==> config.mk <==
export PLATFORM = sky130hd
export DESIGN_NAME = issueStage
export DESIGN_NICKNAME = d
export VERILOG_FILES = /design/src/mduPkg.sv /design/src/issueStage.sv
export VERILOG_INCLUDE_DIRS = /design/src /design/src/src
export SDC_FILE = /design/constraint.sdc
export NUM_CORES = 1
export LEC_CHECK = 0
export ABC_AREA = 1
export BUFFER_PORTS_ARGS = -buffer_cell sky130_fd_sc_hd__buf_2
export CORE_MARGIN = 8
export CORE_UTILIZATION = 30
export DETAILED_ROUTE_END_ITERATION = 10
export SLEW_MARGIN = 5
export SYNTH_ARGS = -nofsm -noshare
export SYNTH_HDL_FRONTEND = slang
export SYNTH_SLANG_ARGS = --single-unit
==> constraint.sdc <==
create_clock -name clk -period 5.6 [get_ports clk]
set_input_delay 1.12 -clock clk [delete_from_list [all_inputs] [get_ports clk]]
set_output_delay 1.12 -clock clk [all_outputs]
set_load 0.02 [all_outputs]
==> src/mdu_macros.svh <==
`ifndef MDU_MACROS_SVH
`define MDU_MACROS_SVH

////////////////////////////////////////
// pipeline latencies
////////////////////////////////////////

// each multiplier register stage accumulates one slice of the multiplier operand
`define MDU_MUL_CYCLE 4

// input register plus one restoring stage per quotient bit
`define MDU_DIV_CYCLE 33

////////////////////////////////////////
// widths
////////////////////////////////////////

`define MDU_PREG_W 6
`define MDU_ROB_W 5
`define MDU_SLOT_W (`MDU_DIV_CYCLE + 3) // covers the LO slot of the longest operation

`endif

==> src/mduPkg.sv <==
`include "mdu_macros.svh"

package mduPkg;

    typedef enum logic [2:0] {
        MDU_NOP = 3'd0,
        MULT    = 3'd1,
        MULTU   = 3'd2,
        DIV     = 3'd3,
        DIVU    = 3'd4
    } MduOp;

    // destination of one micro-op result
    typedef struct packed {
        logic [`MDU_PREG_W-1:0] rd;
        logic [`MDU_ROB_W-1:0]  id;
    } WbTag;

    typedef struct packed {
        MduOp        op;
        logic [31:0] rs0Data;
        logic [31:0] rs1Data;
        WbTag        hiTag;
        WbTag        loTag;
    } MduReq;

    // negFirst flips the product or the quotient, negSecond flips the remainder
    typedef struct packed {
        WbTag hiTag;
        WbTag loTag;
        logic negFirst;
        logic negSecond;
    } ArithTag;

    typedef struct packed {
        logic                   wen;
        logic [`MDU_PREG_W-1:0] rd;
        logic [31:0]            wdata;
    } PrfWrite;

    typedef struct packed {
        logic                  setFinish;
        logic [`MDU_ROB_W-1:0] id;
    } RobFinish;

    typedef enum logic [2:0] {
        WB_IDLE,
        WB_MUL_HI,
        WB_MUL_LO,
        WB_DIV_HI,
        WB_DIV_LO
    } WbState;

endpackage

==> src/issueStage.sv <==
`timescale 1ns/1ps
`include "mdu_macros.svh"

module issueStage (
    input  logic            clk,
    input  logic            rst,
    input  logic            reqValid,
    input  mduPkg::MduReq   req,
    output logic            reqReady,
    output logic            mulStart,
    output logic            divStart,
    output logic [31:0]     opA,
    output logic [31:0]     opB,
    output mduPkg::ArithTag tag
);
    // slot index of the HI writeback, counted in cycles from the accept edge
    localparam int MulHiSlot = `MDU_MUL_CYCLE + 1;
    localparam int DivHiSlot = `MDU_DIV_CYCLE + 1;

    logic [`MDU_SLOT_W-1:0] booked; // bit j set means the output cycle after edge now+j is taken
    logic [`MDU_SLOT_W-1:0] need;
    logic                   isMul;
    logic                   isDiv;
    logic                   isSigned;
    logic                   sgnA;
    logic                   sgnB;
    logic                   accept;

    assign isMul    = (req.op == mduPkg::MULT) || (req.op == mduPkg::MULTU);
    assign isDiv    = (req.op == mduPkg::DIV) || (req.op == mduPkg::DIVU);
    assign isSigned = (req.op == mduPkg::MULT) || (req.op == mduPkg::DIV);
    assign sgnA     = isSigned && req.rs0Data[31];
    assign sgnB     = isSigned && req.rs1Data[31];

    always_comb begin
        need = '0;
        if (isMul) begin
            need[MulHiSlot]     = 1'b1;
            need[MulHiSlot + 1] = 1'b1;
        end else if (isDiv) begin
            need[DivHiSlot]     = 1'b1;
            need[DivHiSlot + 1] = 1'b1;
        end
    end

    assign reqReady = (booked & need) == '0;
    assign accept   = reqValid && reqReady;

    always_ff @(posedge clk) begin
        if (rst) begin
            booked   <= '0;
            mulStart <= 1'b0;
            divStart <= 1'b0;
        end else begin
            booked   <= (booked >> 1) | (accept ? (need >> 1) : '0); // window moves one cycle
            mulStart <= accept && isMul;
            divStart <= accept && isDiv;
        end
    end

    always_ff @(posedge clk) begin
        if (accept) begin
            opA           <= sgnA ? -req.rs0Data : req.rs0Data;
            opB           <= sgnB ? -req.rs1Data : req.rs1Data;
            tag.hiTag     <= req.hiTag;
            tag.loTag     <= req.loTag;
            tag.negFirst  <= sgnA ^ sgnB;
            tag.negSecond <= isDiv && sgnA; // remainder follows the dividend
        end
    end

    // a stalled request stays on the port until it is taken
    reqHeldWhileStalled: assert property (@(posedge clk) disable iff (rst)
        (reqValid && !reqReady) |=> (reqValid && $stable(req)));

endmodule

==> impl_metrics.py, run 1 <==
metrics = {
    "yosys": {
        "synth_flop_cell": "edfxtp_1",
        "synth-compound-area-share_pct": 2.87,
        "muxShareOfSynthArea_pct": 0,
        "synth_top_family_by_area": "simple AND/OR/NAND/NOR gates",
        "synth_fp_nets": 710,
        "synth_xor_area_share_pct": 5.45,
        "synthArstFlopShare_pct": 0,
        "synth_edf_count": 88,
        "synthCells": 616,
        "synth_area_leaders": "edfxtp_1 47%, dfxtp_1 11%, nand2_1 10%",
        "synthesis.area_um2": 5630,
        "synth.distinct_cells": 29,
        "ys_seq_area_share_pct": 58.3,
        "ys_ff_latch": 120,
        "synth_warnings": 0,
        "yosysTopAreaCell": "edfxtp_1",
        "yosysTopAreaCellShare_pct": 46.9,
        "syn_avg_cell_area_um2": 9.14,
        "yosys.area_share.simple_pct": 26.5,
        "synth_fa_ha_area_share_pct": 0.445,
    },
    "clock_network": {
        "ctsLongestPathBuffers": 2,
        "cts_tree": "yes",
        "hold_buffers": 0,
        "cts_num_sinks": 120,
        "cts_root_buf": "clkbuf_16",
        "cts_resized": 0,
        "clk_transition_reported_paths_ns": 0.06,
        "htree_levels": 4,
        "clk_latency_ns": 0.41,
        "cts_setup_buffers": 0,
        "cts_made_buffers": 17,
    },
    "floorplanning": {
        "initial_utilization_pct": 30.3,
        "die_x_um": 153,
        "core_um2": 18600,
        "die-height_um": 153,
        "boundaryPins": 183,
        "die-area_um2": 23400,
        "num_rows": 50,
    },
    "sta": {
        "fin_tns_setup_ns": 0,
        "fin_worst_skew_ns": 0.00769,
        "slew_headroom_pct": 52.7,
        "worst_slew_pin_slew_ns": 0.708,
        "final-setup-viol-count": 0,
        "rsz0062_at_grt": "false",
        "min_period_ns": 3.12,
        "max_freq_mhz": 321,
        "fin_crit_sh_pct": 55.6,
        "report.final.hold_viol_count": 0,
        "maxSlewViolCount": 0,
        "hold_slack_ns": 0.398,
    },
    "setup_path": {
        "cp_data_arrival_time_ns": 2.00,
        "reg2reg_setup_slack_ns": 3.97,
        "cp.required_ns": 4.48,
        "critPathMaxFanout": 4,
        "crit_top_cell": "buf_2",
        "cpMaxStageDelayCell": "a21oi_1",
        "timing_worst_setup_path_type": "in2out",
        "max_stage_delay_ns": 0.27,
        "cp-start-kind": "input pin",
        "cp_cell_sequence": "buf_2, a21oi_1, o211ai_1, nand2_1, inv_1, buf_2",
        "cp-end-kind": "output pin",
    },
    "detailed_routing": {
        "vias": 4682,
        "viasPerCell": 4.43,
        "drc_errors": 0,
        "wire_per_inst_um": 14.5,
        "drt_iter0_drc": 282,
        "drt_wl_total_mm": 15.4,
        "ant_nets": 0,
        "drt_first_pass_iters": 4,
    },
    "job": {
        "cap_viol_max_count": 0,
    },
    "power": {
        "leakage_nw": 3.30,
        "power_density_nw_per_um2": 318,
        "max-vdd-ir-drop_mv": 0.201,
    },
    "cells_and_area": {
        "syn_to_final_growth_pct": 30.5,
        "drive_gt1_share_pct": 28.8,
        "utilization_pct": 39.5,
        "fillCellCount": 1882,
        "regArea_um2": 3280,
        "final_cell_count_no_fill": 1058,
        "final_nets": 905,
        "multiInputGateArea_um2": 1990,
        "diodes": 0,
    },
    "global_route": {
        "gr-total-overflow": 0,
        "grt-busiest-layer": "met2",
        "grt_usage_pct": 13.3,
        "grt_pass1_wl_mm": 24.4,
        "antenna_found_initial": 1,
        "grtUsageMet2_pct": 20.4,
        "use_met3_pct": 5.36,
        "grt_max_degree": 48,
        "use_met1_pct": 16.5,
        "grt_pass1_vias": 4614,
    },
    "placement": {
        "numPortBuffers": 182,
        "globalplace.congestion": 0.873,
        "dp.cells": 1026,
        "dp.final_hpwl_mm": 12.1,
    },
    "outcome": {
        "status": "finished, final reports clean",
    },
    "worst_hold_path": {
        "hold_path.class": "reg2reg",
    },
}
[layout by cell type (no fill, tap or decap), drive strengths merged, types with 2 or more instances in the layout]
cell type / netlist / layout
ha: 2 / 2
o21ai: 25 / 25
nor2: 124 / 124
clkbuf: 3 / 19
o211ai: 2 / 2
dfxtp: 32 / 32
edfxtp: 88 / 88
a21oi: 3 / 3
nand2: 159 / 159
nand4: 17 / 17
nand3: 37 / 37
xnor2: 15 / 15
clkinv: 0 / 9
inv: 81 / 85
xor2: 20 / 20
buf: 5 / 184
[cells in the mapped netlist (all sizes together) (2+ instances only)]
cell    count
nand3      37
nand2     159
clkbuf      3
o211ai      2
o21ai      25
xor2       20
buf         5
nor2      124
edfxtp     88
inv        81
dfxtp      32
a21oi       3
nand4      17
ha          2
xnor2      15
[cells by family after synthesis]
logic type | Yosys count
AO/OA/AOI/OAI | 31
adder cells (fa/ha/maj) | 2
flip-flops | 120
AND/OR/NAND/NOR | 339
buffers and inverters | 89
XOR/XNOR | 35
[flip-flops by register name, summed over array words and instances (netlist names)]
register	flops
mulStart	1
opB	32
booked	30
tag	24
opA	32
divStart	1
[stage by stage]
step	cell area (um^2)	total power [mW]	setup WS, ns
after floorplan	5630	1.24	1.30
after global placement	6810	1.37	2.50
after detailed placement	6810	1.37	2.49
after CTS	7340	2.38	2.49
after global routing	7340	2.44	2.40
final	7340	2.34	2.48
[path summary, 6_finish.rpt]
| kind | from | endpoint | cells past startpoint |
|---|---|---|---|
| max reg2reg | booked[6]$_SDFF_PP0_ | opB[0]$_DFFE_PN_ | 4 |
| min | booked[16]$_SDFF_PP0_ | booked[15]$_SDFF_PP0_ | 2 |
| min reg2reg | booked[16]$_SDFF_PP0_ | booked[15]$_SDFF_PP0_ | 2 |
| max | req[86] | reqReady | 6 |
[power breakdown]
group / switching, mW / internal [mW] / leakage, nW
combinational: 0.211 / 0.102 / 1.91
clock: 0.406 / 0.580 / 0.272
sequential: 0.0144 / 1.02 / 1.12
total: 0.632 / 1.70 / 3.30
[final cells by class]
| type | instances | area share, % |
|---|---|---|
| clock buffers | 19 | 6.03 |
| repair buffers | 184 | 12.6 |
| inverters | 81 | 4.28 |
| flip-flops and latches | 120 | 44.7 |
| clock inverters | 13 | 1.31 |
| multi-input cells | 407 | 27.1 |
| well taps | 234 | 3.99 |
[per-layer routing]
layer | share of wire (%) | vias up | wire, um
met1 | 45 | 2078 | 6930
met2 | 44 | 202 | 6750
met4 | 1.6 | 2 | 250
li1 | - | 2381 | -
met3 | 9.3 | 19 | 1420
met5 | 0.065 | - | 10
[worst max-delay path: cells and delay by family]
| family | cells | cell delay (ns) |
|---|---|---|
| AO/OA/AOI/OAI | 2 | 0.40 |
| AND/OR/NAND/NOR | 1 | 0.15 |
| buffers and inverters | 3 | 0.33 |
No activity file was read; power rests on OpenSTA's default activity.
==> run 2: changes to the inputs <==
==> constraint.sdc (replaced) <==
create_clock -name clk -period 2.7 [get_ports clk]
set_input_delay 0.54 -clock clk [delete_from_list [all_inputs] [get_ports clk]]
set_output_delay 0.54 -clock clk [all_outputs]
set_load 0.02 [all_outputs]
==> impl_metrics.py, run 2 (same netlist as run 1, synthesis figures left out) <==
metrics = {
    "outcome": {
        "status": "finished, final reports clean",
    },
    "detailed_routing": {
        "viasPerCell": 4.45,
        "ant_nets": 0,
        "drt_wl_total_mm": 15.3,
        "vias": 4714,
        "drt_iter0_drc": 269,
        "drt_first_pass_iters": 6,
        "wire_per_inst_um": 14.5,
        "drc_errors": 0,
    },
    "cells_and_area": {
        "drive_gt1_share_pct": 29.1,
        "syn_to_final_growth_pct": 31.5,
        "fillCellCount": 1866,
        "diodes": 0,
        "final_nets": 906,
        "reg.largest.list": "opA (32), opB (32), booked (30)",
        "final_common_cell": "buf_2",
        "mostFrequentLayoutCells": "182 x buf_2, 155 x nand2_1, 109 x nor2_1, 88 x edfxtp_1, 79 x inv_1",
    },
    "sta": {
        "fin_worst_skew_ns": 0.00916,
        "min_period_ns": 1.88,
        "maxSlewViolCount": 0,
        "fin_tns_setup_ns": 0,
        "report.final.hold_viol_count": 0,
        "final-setup-viol-count": 0,
        "fin_crit_sh_pct": 69.7,
        "rsz0062_at_grt": "false",
        "worst_slew_pin_slew_ns": 0.532,
        "max_freq_mhz": 531,
        "slew_headroom_pct": 64.1,
    },
    "power": {
        "p_switching_mw": 1.31,
        "power_frac_comb_pct": 13.1,
        "max-vdd-ir-drop_mv": 0.407,
        "p_sw_share_pct": 26.5,
        "intPower_mw": 3.64,
        "power_density_nw_per_um2": 670,
        "p_total_mw": 4.96,
        "power_frac_clock_pct": 43.6,
        "leakage_nw": 3.33,
        "seq_power_share_pct": 43.3,
    },
    "floorplanning": {
        "die_x_um": 153,
        "die-area_um2": 23400,
        "core_um2": 18600,
        "die-height_um": 153,
        "boundaryPins": 183,
        "initial_utilization_pct": 30.3,
        "num_rows": 50,
    },
    "clock_network": {
        "htree_levels": 4,
        "hold_buffers": 0,
        "cts_made_buffers": 17,
        "cts_resized": 0,
        "cts_num_sinks": 120,
        "clk_latency_ns": 0.41,
        "cts_root_buf": "clkbuf_16",
        "ctsLongestPathBuffers": 2,
        "cts_tree": "yes",
        "clk_transition_reported_paths_ns": 0.06,
        "cts_setup_buffers": 0,
    },
    "worst_hold_path": {
        "hold_path.class": "in2reg",
    },
    "setup_path": {
        "cp-end-kind": "output pin",
        "cp_data_arrival_time_ns": 1.34,
        "cp-start-kind": "input pin",
        "critPathMaxFanout": 3,
        "cp.required_ns": 2.16,
        "timing_worst_setup_path_type": "in2out",
    },
    "global_route": {
        "grt_pass1_wl_mm": 24.4,
        "gr-total-overflow": 0,
        "grt_max_degree": 91,
        "grt_usage_pct": 13.2,
        "grt_pass1_vias": 4700,
        "antenna_found_initial": 1,
    },
    "placement": {
        "numPortBuffers": 182,
        "dp.final_hpwl_mm": 12.0,
        "globalplace.congestion": 0.833,
    },
    "job": {
        "cap_viol_max_count": 0,
    },
}
[run 2: per-layer routing]
layer  up-vias  part of all wire, %  global-route usage, %
met2       167                   45                   20.8
li1       2383                    -                      -
met3        17                  7.8                   5.53
met5         -                0.085                      0
met4         2                  1.8                   5.51
met1      2145                   45                   15.7
[run 2: final cells by class]
cell class / count / area [um^2] / area share [%]
clock buffers: 20 / 489 / 6.61
clock inverters: 12 / 83.8 / 1.13
inverters: 81 / 314 / 4.24
multi-input cells: 407 / 1990 / 26.9
flip-flops and latches: 120 / 3280 / 44.4
well taps: 234 / 293 / 3.96
repair buffers: 185 / 946 / 12.8
[run 2: metrics by stage]
| step | std cells | cell area (um^2) | hold slack (ns) | setup WS (ns) | util (%) |
|---|---|---|---|---|---|
| 2_1_floorplan | 616 | 5640 | 0.388 | 0.00775 | - |
| 3_3_place_gp | 1027 | 6830 | 0.389 | 0.618 | 36.8 |
| 3_5_place_dp | 1027 | 6830 | 0.393 | 0.589 | 36.8 |
| 4_1_cts | 1059 | 7400 | 0.277 | 0.815 | 39.8 |
| 5_1_grt | 1059 | 7400 | 0.273 | 0.705 | 39.8 |
| 6_report | 1059 | 7400 | 0.303 | 0.817 | 39.8 |
[run 2: power by group through the flow]
stage	clock, mW	combinational, mW	sequential [mW]
3_5_place_dp	0	0.663	2.18
5_1_grt	2.31	0.716	2.16
2_1_floorplan	0	0.242	2.32
3_3_place_gp	0	0.657	2.19
4_1_cts	2.23	0.663	2.15
6_report	2.16	0.652	2.15
[run 2: worst max-delay path, cell delays in order]
cell	delay, ns
buf_2	0.13
inv_1	0.06
a21oi_1	0.18
nor2_1	0.06
nand2_1	0.06
nand2_1	0.09
inv_1	0.07
buf_2	0.15
[run 2: final timing paths]
| check | start | to | slack, ns | cells after the start |
|---|---|---|---|---|
| hold reg to reg | booked[30]$_SDFF_PP0_ | booked[29]$_SDFF_PP0_ | 0.40 | 2 |
| setup reg to reg | booked[6]$_SDFF_PP0_ | opA[12]$_DFFE_PN_ | 1.13 | 4 |
| setup / recovery | req[86] | reqReady | 0.82 | 8 |
| hold / removal | req[5] | tag[7]$_DFFE_PN_ | 0.30 | 1 |
