===== src/mdu_macros.svh =====
`ifndef MDU_MACROS_SVH
`define MDU_MACROS_SVH

////////////////////////////////////////
// pipeline latencies
////////////////////////////////////////

// each multiplier register stage accumulates one slice of the multiplier operand
`define MDU_MUL_CYCLE 4

// input register plus one restoring stage per quotient bit
`define MDU_DIV_CYCLE 33

////////////////////////////////////////
// widths
////////////////////////////////////////

`define MDU_PREG_W 6
`define MDU_ROB_W 5
`define MDU_SLOT_W (`MDU_DIV_CYCLE + 3) // covers the LO slot of the longest operation

`endif


===== src/mduPkg.sv =====
`include "mdu_macros.svh"

package mduPkg;

    typedef enum logic [2:0] {
        MDU_NOP = 3'd0,
        MULT    = 3'd1,
        MULTU   = 3'd2,
        DIV     = 3'd3,
        DIVU    = 3'd4
    } MduOp;

    // destination of one micro-op result
    typedef struct packed {
        logic [`MDU_PREG_W-1:0] rd;
        logic [`MDU_ROB_W-1:0]  id;
    } WbTag;

    typedef struct packed {
        MduOp        op;
        logic [31:0] rs0Data;
        logic [31:0] rs1Data;
        WbTag        hiTag;
        WbTag        loTag;
    } MduReq;

    // negFirst flips the product or the quotient, negSecond flips the remainder
    typedef struct packed {
        WbTag hiTag;
        WbTag loTag;
        logic negFirst;
        logic negSecond;
    } ArithTag;

    typedef struct packed {
        logic                   wen;
        logic [`MDU_PREG_W-1:0] rd;
        logic [31:0]            wdata;
    } PrfWrite;

    typedef struct packed {
        logic                  setFinish;
        logic [`MDU_ROB_W-1:0] id;
    } RobFinish;

    typedef enum logic [2:0] {
        WB_IDLE,
        WB_MUL_HI,
        WB_MUL_LO,
        WB_DIV_HI,
        WB_DIV_LO
    } WbState;

endpackage


===== src/writebackStage.sv =====
`timescale 1ns/1ps
`include "mdu_macros.svh"

module writebackStage (
    input  logic               clk,
    input  logic               rst,
    input  logic               mulDone,
    input  logic               divDone,
    input  logic [31:0]        resHi,
    input  logic [31:0]        resLo,
    input  mduPkg::WbTag [1:0] dstTag,
    output mduPkg::PrfWrite    wb,
    output mduPkg::RobFinish   finish
);
    mduPkg::WbState state;
    mduPkg::WbState nextState;
    logic [31:0]    loWord;
    mduPkg::WbTag   loTag;

    always_comb begin
        case (state)
            mduPkg::WB_MUL_HI: nextState = mduPkg::WB_MUL_LO;
            mduPkg::WB_DIV_HI: nextState = mduPkg::WB_DIV_LO;
            mduPkg::WB_IDLE,
            mduPkg::WB_MUL_LO,
            mduPkg::WB_DIV_LO: begin
                // a completion during LO chains straight into the next HI
                if (mulDone) begin
                    nextState = mduPkg::WB_MUL_HI;
                end else if (divDone) begin
                    nextState = mduPkg::WB_DIV_HI;
                end else begin
                    nextState = mduPkg::WB_IDLE;
                end
            end
            default: nextState = mduPkg::WB_IDLE;
        endcase
    end

    ////////////////////////////////////////
    // registered writeback and finish
    ////////////////////////////////////////

    always_ff @(posedge clk) begin
        if (rst) begin
            state            <= mduPkg::WB_IDLE;
            wb.wen           <= 1'b0;
            finish.setFinish <= 1'b0;
        end else begin
            state <= nextState;
            case (nextState)
                mduPkg::WB_MUL_HI,
                mduPkg::WB_DIV_HI: begin
                    wb.wen           <= 1'b1;
                    wb.rd            <= dstTag[1].rd;
                    wb.wdata         <= resHi;
                    finish.setFinish <= 1'b1;
                    finish.id        <= dstTag[1].id;
                    loWord           <= resLo; // held for the following cycle
                    loTag            <= dstTag[0];
                end
                mduPkg::WB_MUL_LO,
                mduPkg::WB_DIV_LO: begin
                    wb.wen           <= 1'b1;
                    wb.rd            <= loTag.rd;
                    wb.wdata         <= loWord;
                    finish.setFinish <= 1'b1;
                    finish.id        <= loTag.id;
                end
                default: begin
                    wb.wen           <= 1'b0;
                    finish.setFinish <= 1'b0;
                end
            endcase
        end
    end

    noDoneInHi: assert property (@(posedge clk) disable iff (rst)
        (state == mduPkg::WB_MUL_HI || state == mduPkg::WB_DIV_HI) |-> !(mulDone || divDone));

endmodule


===== config.mk =====
export PLATFORM = sky130hd
export DESIGN_NAME = writebackStage
export DESIGN_NICKNAME = d
export VERILOG_FILES = /design/src/mduPkg.sv /design/src/writebackStage.sv
export VERILOG_INCLUDE_DIRS = /design/src /design/src/src
export SDC_FILE = /design/constraint.sdc
export NUM_CORES = 1
export LEC_CHECK = 0
export BUFFER_PORTS_ARGS = -buffer_cell sky130_fd_sc_hd__buf_2
export CORE_ASPECT_RATIO = 1.1
export CORE_MARGIN = 4
export CORE_UTILIZATION = 30
export CTS_CLUSTER_SIZE = 25
export DETAILED_ROUTE_END_ITERATION = 6
export PLACE_DENSITY_LB_ADDON = 0.1
export SLEW_MARGIN = 25
export SYNTH_ARGS = -nofsm -noshare
export SYNTH_HDL_FRONTEND = slang
export SYNTH_SLANG_ARGS = --single-unit

===== constraint.sdc =====
create_clock -name clk -period 10 [get_ports clk]
set_input_delay 1 -clock clk [delete_from_list [all_inputs] [get_ports clk]]
set_output_delay 1 -clock clk [all_outputs]
set_load 0.01 [all_outputs]

==> results of run 1 <==
-- per-stage QoR --
stage / hold WS (ns) / utilization, % / power (mW) / instances
floorplan: 0.464 / - / 0.516 / 153
global placement: 0.524 / 38.7 / 0.554 / 432
detailed placement: 0.534 / 38.7 / 0.555 / 432
CTS: 0.548 / 41.3 / 0.889 / 448
global route: 0.556 / 41.3 / 0.913 / 448
finish: 0.543 / 41.3 / 0.871 / 448
-- kinds of logic after synthesis --
logic type	after synthesis	share of synthesized area, %
AOI/OAI and AO/OA	6	1.24
buffers and inverters	6	1.64
DFF	90	77.5
and+or+nand+nor	8	1.31
muxes	43	18.3
-- how the worst min path moves through the flow --
stage / startpoint / to / slack (ns) / cells past startpoint
final: loTag[7] / wb[34] / 0.54 / 1
after CTS: state[1] / state[1] / 0.55 / 1
after global placement: state[1] / state[1] / 0.52 / 1
after floorplan: state[1] / state[1] / 0.46 / 1
after detailed placement: loWord[26] / wb[26] / 0.53 / 1
after global routing: loWord[10] / wb[10] / 0.56 / 1
-- worst max-delay path: stages --
cell,delay [ns]
buf_2,0.15
a2111oi_2,0.38
buf_4,0.38
-- cell usage after synthesis --
master     number  area (um2)
a2111oi_0       2        17.5
a21oi_1         1        5.00
buf_4           1        7.51
buf_6           4        45.0
dfxtp_1         4        80.1
edfxtp_1       86        2580
inv_1           1        3.75
mux2_2          4        45.0
mux2_4         39         586
nand2_1         1        3.75
nand2_4         1        11.3
nor2_1          4        15.0
nor3b_1         2        15.0
o21ai_0         1        5.00
o31ai_1         2        15.0
-- area by class of cell --
| cell class | count | area [um2] | area share [%] |
|---|---|---|---|
| Inverter | 1 | 3.75 | 0.0821 |
| Clock buffer | 10 | 229 | 5.01 |
| Multi-Input combinational cell | 57 | 732 | 16.0 |
| Tap cell | 147 | 184 | 4.02 |
| Timing Repair Buffer | 137 | 693 | 15.2 |
| Sequential cell | 90 | 2660 | 58.3 |
| Clock inverter | 6 | 66.3 | 1.45 |
-- per-layer routing --
metal,global-route usage (%),share of wire (%),wire [um],vias up
li1,-,-,-,893
met1,10.7,34,2300,845
met2,17.8,54,3650,76
met3,5.13,10,704,10
met4,3.98,0.89,60,2
met5,0,0.19,13,-
-- registers in the layout, indices dropped and copies added (netlist names) --
signal  cells
wb         38
loWord     32
loTag      11
finish      6
state       3
-- where the power goes --
group	switching [mW]	internal (mW)	total [mW]
Sequential	0.00718	0.445	0.453
Combinational	0.0412	0.0494	0.0906
Clock	0.134	0.194	0.328
==> results by group, run 1 <==
Run
  – Total of max-cap violations: 0

GRT
  – First-pass GRT wire length: slightly below 10,000 um
  – Vias in the first global route: 1,884
  – Largest net degree at the start of global routing: 45
  – Antenna violations before repair: 1
  – GRT Total Usage: about a tenth
  – Grt total ovfl: 0

Routing
  – Wire per inst: between 15 and 20 um
  – Post-route ant nets: 0
  – Total Routed Length: about 6700 um
  – Starting DRT DRC Count: slightly above 70
  – Vias per cell: roughly 4
  – DRC viols: 0
  – DRT Pass-1 Iters: 4
  – Vias: 1,826

Worst setup path
  – Worst Path Arrival: between 1.5 and 2 ns
  – CP max FO: 25
  – Worst R2R Start: state[2]
  – Register-to-Register Path Depth: 3
  – Startpoint Class: input pin
  – R2r endpoint: finish[4]
  – Worst setup startpoint: rst
  – Worst Setup EP: loWord[16]
  – CP required: around 10 ns
  – CP Capture Type: flip-flop
  – WS Path Type: input pin to flip-flop
  – R2R Setup Slk: approximately 8.2 ns

Placement
  – DP Area: between 4000 and 5000 um2
  – Buffers on Ports: approximately 130
  – DP Worst Slack: just under 8 ns
  – RePlAce Congestion: between 0.6 and 0.7

Logic synthesis
  – Ys Warns: 0
  – Synth unique cells: 15
  – Synthesized area per cell: 22.5 um2
  – Synthesized net count: 243
  – #FFs+latches synth: 90
  – Mapped Cells: around 150
  – Sequential area share after synthesis: between 70 and 80%
  – Cell Area, Synth: about 3400 um2

STA
  – Final Hold Fails: 0
  – Final setup vio count: 0
  – F_max: 518 MHz
  – Tcrit/Tclk final: about a fifth
  – Worst slew pin tran: between 0.8 and 0.9 ns
  – Slew Limit Headroom: approximately 45%
  – RSZ-0062 raised after global routing: no
  – Slew Limit Fails: 0
  – Fin crit period: between 1.5 and 2 ns
  – Clock Skew: about 0.0052 ns
  – Setup WS post-layout: between 8 and 9 ns
  – Post-Route Setup TNS: 0 ns

Power
  – Max VDD drop: 75.7 uV
  – P_leak: between 1.5 and 2 nW
  – Pwr dens: 191 nW/um2

Floorplan
  – Height of the die: roughly 120 um
  – Initial core utilization: a little under a third
  – Die ar.: between 10,000 and 15,000 um2
  – Row cnt: 40
  – Number of top-level pins: roughly 140
  – CORE AREA: roughly 11,000 um2
  – Die width: between 100 and 150 um

Final layout
  – Most common cell after layout, fill and taps aside: buf_2
  – Nets: approximately 390
  – Layout cells sized above 1: roughly 66%
  – Final instance area: ~4600 um2
  – Most frequent cells in the layout: buf_2 (134), edfxtp_1 (86), mux2_4 (39)
  – Fill count: between 1,000 and 1,500
  – Syn-to-layout area delta: 33.0%
  – Diodes inserted: 0

CTS
  – Setup bufs post-CTS: 0
  – Post_cts resized: 0
  – Post-CTS Hold Buffers: 0
  – Number of CTS-inserted buffers: 9
  – Root buf cell: clkbuf_16
  – CTS tree: built
  – Clock Latency Late Sink: approximately 0.33 ns
  – Worst-path clk slew: roughly 0.06 ns
  – Longest Clk Path Bufs: 2
  – Htree depth: 3
  – Clk sink count: 90

Outcome
  – Status: finished, final reports clean

Min path
  – Worst Hold Class: flip-flop to flip-flop
Note: power is estimated with default switching activity, not from simulation.
==> run 2, diff against run 1 <==
ABC_AREA = 1   (was unset)
clock period = 1.6 ns   (was 10 ns; I/O delays follow)
==> run 2 against run 1 <==
  * Register-to-register slack worse by 8.0 ns
  * Worst setup slack worse by 7.9 ns
  * Critical path type is now flip-flop to flip-flop
  * Area after synthesis is 4.5% lower
  * Die area is 4.2% lower
  * Clock skew is 0.00082 ns higher
  * Sequential share of layout area is 1.5 points lower
==> results by group, run 2 <==
Outcome
  – Status: finished, final reports clean

CTS
  – Htree depth: 3 (unchanged)
  – Clk sink count: 90 (unchanged)
  – Longest Clk Path Bufs: 2 (unchanged)
  – Root buf cell: clkbuf_16
  – Clock Latency Late Sink: 0.33 ns (about the same)
  – Worst-path clk slew: 0.06 ns (about the same)
  – CTS tree: built
  – Post_cts resized: 0 (unchanged)
  – Number of CTS-inserted buffers: 9 (unchanged)

Final layout
  – Fill count: 1,026 (-0.87%)
  – Max reg flops: 38 (unchanged)
  – Final instance area: 4690 um2 (+2.6%)
  – Most frequent cells in the layout: nand2_1 (134), buf_2 (134), edfxtp_1 (86)
  – Syn-to-layout area delta: 42.8%
  – Layout cells sized above 1: 37.1% (-29 points)
  – Nets: 506 (+31%)
  – Diodes inserted: 0 (unchanged)
  – Most flop-heavy register: wb
  – Top flop regs: wb x38, loWord x32, loTag x11

Worst setup path
  – WS Path Type: flip-flop to flip-flop
  – Buf/Inv on CP: 1 (-1)
  – Crit-path max cell delay: 0.34 ns (-0.04 ns)
  – CP max stage cell: dfxtp_1
  – R2R Setup Slk: 0.20 ns (-7.97 ns)
  – Most frequent cell on the critical path: nand2_2
  – Startpoint Class: flip-flop
  – Worst-path cell chain: a21oi_1, nand2_2, nand2_2, buf_12
  – CP Capture Type: flip-flop
  – Crit-path leading delay family: flip-flops
  – CP required: 1.61 ns (-8.39 ns)
  – CP max FO: 43 (+72%)
  – Worst Path Arrival: 1.41 ns (-0.52 ns)

Power
  – Internal Power: 4.12 mW (+500%)
  – Psw: 1.18 mW (+550%)
  – Power share of the clock group: 34.7% (-3.0 points)
  – Max VDD drop: 485 uV (+540%)
  – Sequential share of power: 53.8% (+1.9 points)
  – Pwr dens: 1130 nW/um2 (+490%)
  – Comb power frac: 11.5% (+1.1 points)
  – P_leak: 2.09 nW (+8.5%)
  – Sw Share: 22.2% (+1.3 points)

Logic synthesis
  – Synth unique cells: 11 (-4)
  – Largest area contributor in the netlist: edfxtp_1
  – Mapped Cells: 249 (+63%)
  – Post-synth top area share: 78.7% (+3.5 points)
  – Share of flip-flops with an asynchronous set or reset: 0% (unchanged)
  – Sequential area share after synthesis: 81.1% (+3.6 points)
  – Ys Warns: 0 (unchanged)
  – Synthesized area per cell: 13.2 um2 (-41%)
  – Top cells by area, synth: edfxtp_1 (79%), nand2_1 (16%), dfxtp_1 (2.4%)
  – Synth cell count leaders: nand2_1 (136), edfxtp_1 (86), buf_2 (8), inv_1 (6)
  – Cell Area, Synth: 3280 um2 (-4.5%)
  – Post-synth EDFFs: 86 (unchanged)
  – Most instantiated library cell after synthesis: nand2_1
  – Synthesized net count: 339 (+40%)
  – Top FF cell, synth: edfxtp_1
  – #FFs+latches synth: 90 (unchanged)

STA
  – Final setup vio count: 0 (unchanged)
  – F_max: 715 MHz
  – Slew Limit Headroom: 51.9% (+6.8 points)
  – Fin crit period: 1.40 ns
  – Final Hold Fails: 0 (unchanged)
  – RSZ-0062 raised after global routing: no
  – Clock Skew: 0.00605 ns (+0.000816 ns)
  – Post-Route Setup TNS: 0 ns (unchanged)
  – Slew Limit Fails: 0 (unchanged)
  – Worst slew pin tran: 0.721 ns (-0.103 ns)
  – Tcrit/Tclk final: 87.5%

Floorplan
  – CORE AREA: 10,500 um2 (-4.7%)
  – Row cnt: 39 (-2.5%)
  – Die ar.: 12,700 um2 (-4.2%)
  – Die width: 108 um (-2.1%)
  – Height of the die: 118 um (-2.1%)
  – Number of top-level pins: 135 (unchanged)
  – Initial core utilization: 31.1% (+0.074 points)

Min path
  – Worst Hold Class: input pin to flip-flop

Routing
  – Vias per cell: 3.93 (-3.6%)
  – DRT Pass-1 Iters: 4 (unchanged)
  – Post-route ant nets: 0 (unchanged)
  – Total Routed Length: 7100 um (+5.4%)
  – Wire per inst: 12.6 um (-16%)
  – Starting DRT DRC Count: 52 (-28%)
  – DRC viols: 0 (unchanged)
  – Vias: 2,216 (+21%)

Placement
  – DP Area: 4160 um2 (-2.7%)
  – Buffers on Ports: 134 (unchanged)
  – Final HPWL DP: 4830 um
  – RePlAce Congestion: 0.723 (+5.2%)

GRT
  – Largest net degree at the start of global routing: 45 (unchanged)
  – Vias in the first global route: 2,197 (+17%)
  – GRT Total Usage: 11.3% (+0.92 points)
  – Grt total ovfl: 0 (unchanged)
  – First-pass GRT wire length: 10,700 um (+8.8%)
  – Antenna violations before repair: 0 (-1)

Run
  – Total of max-cap violations: 0 (unchanged)
run 2: what timing repair did:
item | CTS | global route
hold endpoints to repair | 24 | 3
buffers inserted | 0 | 0
setup endpoints to repair | 0 | 0
hold buffers | 24 | 3
run 2: worst paths after layout:
path                            startpoint          to  cells past startpoint
worst max-delay path              state[2]      wb[12]                      4
worst min-delay path             resLo[25]  loWord[25]                      1
worst max register to register    state[2]      wb[12]                      4
worst min register to register    state[1]    state[2]                      2
run 2: cells by family (layout without fill, tap and decap cells):
logic type | after synthesis | after routing | share of synthesized area (%)
DFF | 90 | 90 | 81.1
buffers and inverters | 16 | 188 | 2.25
AOI/OAI and AO/OA | 1 | 1 | 0.152
and+or+nand+nor | 142 | 142 | 16.5
run 2: power groups by stage:
stage,Combinational [mW],Sequential [mW],Clock [mW]
floorplan,0.214,2.96,0
global placement,0.575,2.90,0
detailed placement,0.579,2.90,0
CTS,0.625,2.85,1.92
global route,0.686,2.86,2.01
finish,0.608,2.85,1.84
run 2: stage by stage:
step                hold WS (ns)  util, %  instances  power (mW)  setup WS (ns)
finish                    0.0168     44.5        564        5.30          0.201
global route             0.00676     44.5        564        5.56         0.0921
CTS                     0.000464     44.2        561        5.40          0.201
detailed placement         0.338     39.5        521        3.48          0.210
global placement           0.338     39.5        521        3.48          0.240
floorplan                  0.259        -        249        3.18         0.0247
run 2: layout make-up:
cell class / instances / area [um2] / area share (%)
multi-input combinational: 143 / 552 / 11.8
clock inverter: 4 / 20.0 / 0.427
tap: 143 / 179 / 3.82
clock buffer: 12 / 236 / 5.04
sequential: 90 / 2660 / 56.8
inverter: 7 / 30.0 / 0.641
timing repair buffer: 165 / 1010 / 21.5
run 2: layer usage:
metal / vias to the layer above / share of wire (%) / GRT usage, % / wire length [um]
li1: 1162 / - / - / -
met1: 974 / 38 / 12.2 / 2720
met2: 72 / 53 / 19.8 / 3770
met3: 8 / 6.8 / 2.85 / 483
met4: 0 / 1.7 / 6.39 / 124
met5: - / 0 / 0 / 0
==> run 3, diff against run 2 <==
CTS_CLUSTER_DIAMETER = 120   (was unset)
HOLD_SLACK_MARGIN = 0.12   (was unset)
MAX_ROUTING_LAYER = met4   (was unset)
==> run 3 against run 2 <==
  * Die area is the same
  * Critical endpoint unchanged
  * Clock skew is essentially flat
  * Sequential power is essentially flat
  * Critical path depth grew 2
  * Sequential cell count is the same
  * Sequential share of layout area shrank 6.4 points
  * Non-clock buffer count grew 60
  * Largest cell class unchanged
  * Hold slack gained 0.13 ns
  * Via count grew 10%
  * Final area grew 13%
  * Global-route usage grew 1.6 points
  * Wire length grew 9.3%
==> results by group, run 3 (same netlist as run 2, synthesis figures left out) <==
Outcome
  – Status: finished, final reports clean

GRT
  – Vias in the first global route: 2,523 (+15%)
  – Grt total ovfl: 0 (unchanged)
  – Largest net degree at the start of global routing: 45 (unchanged)
  – Antenna violations before repair: 0 (unchanged)
  – GRT Total Usage: 12.9% (+1.6 points)
  – First-pass GRT wire length: 12,000 um (+12%)

STA
  – Clock Skew: 0.00604 ns (-0.0000156 ns)
  – Tcrit/Tclk final: 89.9% (+2.4 points)
  – Slew Limit Headroom: 50.7% (-1.1 points)
  – Final Hold Fails: 0 (unchanged)
  – RSZ-0062 raised after global routing: no
  – Post-Route Setup TNS: 0 ns (unchanged)
  – Slew Limit Fails: 0 (unchanged)
  – F_max: 695 MHz (-2.7%)
  – Final setup vio count: 0 (unchanged)
  – Worst slew pin tran: 0.738 ns (+0.0172 ns)
  – Fin crit period: 1.44 ns (+0.0384 ns)

CTS
  – Setup bufs post-CTS: 0 (unchanged)
  – Longest Clk Path Bufs: 2 (unchanged)
  – CTS tree: built
  – Htree depth: 3 (unchanged)
  – Worst-path clk slew: 0.06 ns (about the same)
  – Clock Latency Late Sink: 0.33 ns (about the same)
  – Root buf cell: clkbuf_16
  – Clk sink count: 90 (unchanged)
  – Number of CTS-inserted buffers: 9 (unchanged)

Floorplan
  – Row cnt: 39 (unchanged)
  – Initial core utilization: 31.1% (unchanged)
  – Die width: 108 um (unchanged)
  – Number of top-level pins: 135 (unchanged)
  – CORE AREA: 10,500 um2 (unchanged)
  – Height of the die: 118 um (unchanged)
  – Die ar.: 12,700 um2 (unchanged)

Worst setup path
  – CP Capture Type: flip-flop
  – Worst-path cell chain: dlygate4sd3_1, buf_2, nor2_1, nand2_2, nand2_2, buf_12
  – Startpoint Class: input pin
  – Crit-path max cell delay: 0.53 ns (+0.19 ns)
  – CP required: 1.61 ns (about the same)
  – CP max stage cell: dlygate4sd3_1
  – WS Path Type: input pin to flip-flop
  – Worst Path Arrival: 1.45 ns (+0.04 ns)
  – Most frequent cell on the critical path: nand2_2
  – CP max FO: 43 (unchanged)

Routing
  – DRC viols: 0 (unchanged)
  – Total Routed Length: 7760 um (+9.3%)
  – Vias per cell: 3.92 (-0.28%)
  – DRT Pass-1 Iters: 4 (unchanged)
  – Wire per inst: 12.4 um (-1.2%)
  – Post-route ant nets: 0 (unchanged)
  – Vias: 2,445 (+10%)
  – Starting DRT DRC Count: 44 (-15%)

Final layout
  – Fin util: 50.2% (+5.7 points)
  – Most flop-heavy register: wb
  – Most frequent cells in the layout: nand2_1 (134), buf_2 (134), dlygate4sd3_1 (87)
  – Max reg flops: 38 (unchanged)
  – Syn-to-layout area delta: 61.1%
  – Layout cells sized above 1: 32.4% (-4.6 points)
  – Nets: 566 (+12%)
  – Diodes inserted: 0 (unchanged)
  – Top flop regs: wb x38, loWord x32, loTag x11

Power
  – Max VDD drop: 487 uV (+0.34%)
  – Pwr dens: 1030 nW/um2 (-9.3%)
  – P_leak: 2.35 nW (+12%)

Run
  – Total of max-cap violations: 0 (unchanged)

Placement
  – Buffers on Ports: 134 (unchanged)
  – RePlAce Congestion: 0.732 (+1.2%)
  – Final HPWL DP: 4830 um (unchanged)

Min path
  – Worst Hold Class: input pin to flip-flop
## run 3: changes by cell type in the layout (fill, tap and decap cells not counted)
cell	delta
dlygate4sd3_1	+60
## run 3: routing by layer
layer / GRT usage (%) / share of wire [%] / vias up
met5: - / 0 / -
met4: 7.26 / 2.5 / 0
met3: 2.25 / 4.7 / 13
met2: 22.2 / 53 / 77
met1: 13.7 / 40 / 1074
li1: - / - / 1281
## run 3: final timing paths
path,startpoint,end,slack (ns),depth (start not counted)
worst max-delay path,rst,wb[12],0.16,6
worst max register to register,state[2],wb[12],0.20,4
worst min register to register,state[1],state[2],0.46,2
worst min-delay path,divDone,state[1],0.15,5
## run 3: repair_timing
item,CTS,global route
hold buffers,87,0
endpoints found under the hold margin,87,0
resized for setup,0,0
## run 3: power by group
group	leakage, nW	internal, mW	switching (mW)	total (mW)
Clock	0.130	1.04	0.801	1.84
Sequential	0.854	2.81	0.0401	2.85
Combinational	1.36	0.365	0.362	0.727
## run 3: final cells by class
cell class	count	area [um2]
clock buffers	12	236
clock inverters	4	20.0
fillers	974	5250
inverters	7	30.0
multi-input cells	143	552
flip-flops and latches	90	2660
well taps	143	179
repair buffers	225	1610
## run 3: stage by stage
stage | cells | power, mW | hold WS, ns | worst slack (ns) | area [um2]
floorplan | 249 | 3.18 | 0.259 | 0.0247 | 3290
global placement | 521 | 3.48 | 0.338 | 0.240 | 4160
detailed placement | 521 | 3.48 | 0.338 | 0.210 | 4160
CTS | 624 | 5.52 | 0.133 | 0.189 | 5290
global route | 624 | 5.69 | 0.193 | 0.0962 | 5290
finish | 624 | 5.42 | 0.150 | 0.162 | 5290
## run 3: worst max-delay path: cells and delay by family
kind,cells,cell delay [ns]
AND/OR/NAND/NOR,3,0.34
buffers and inverters,3,0.91
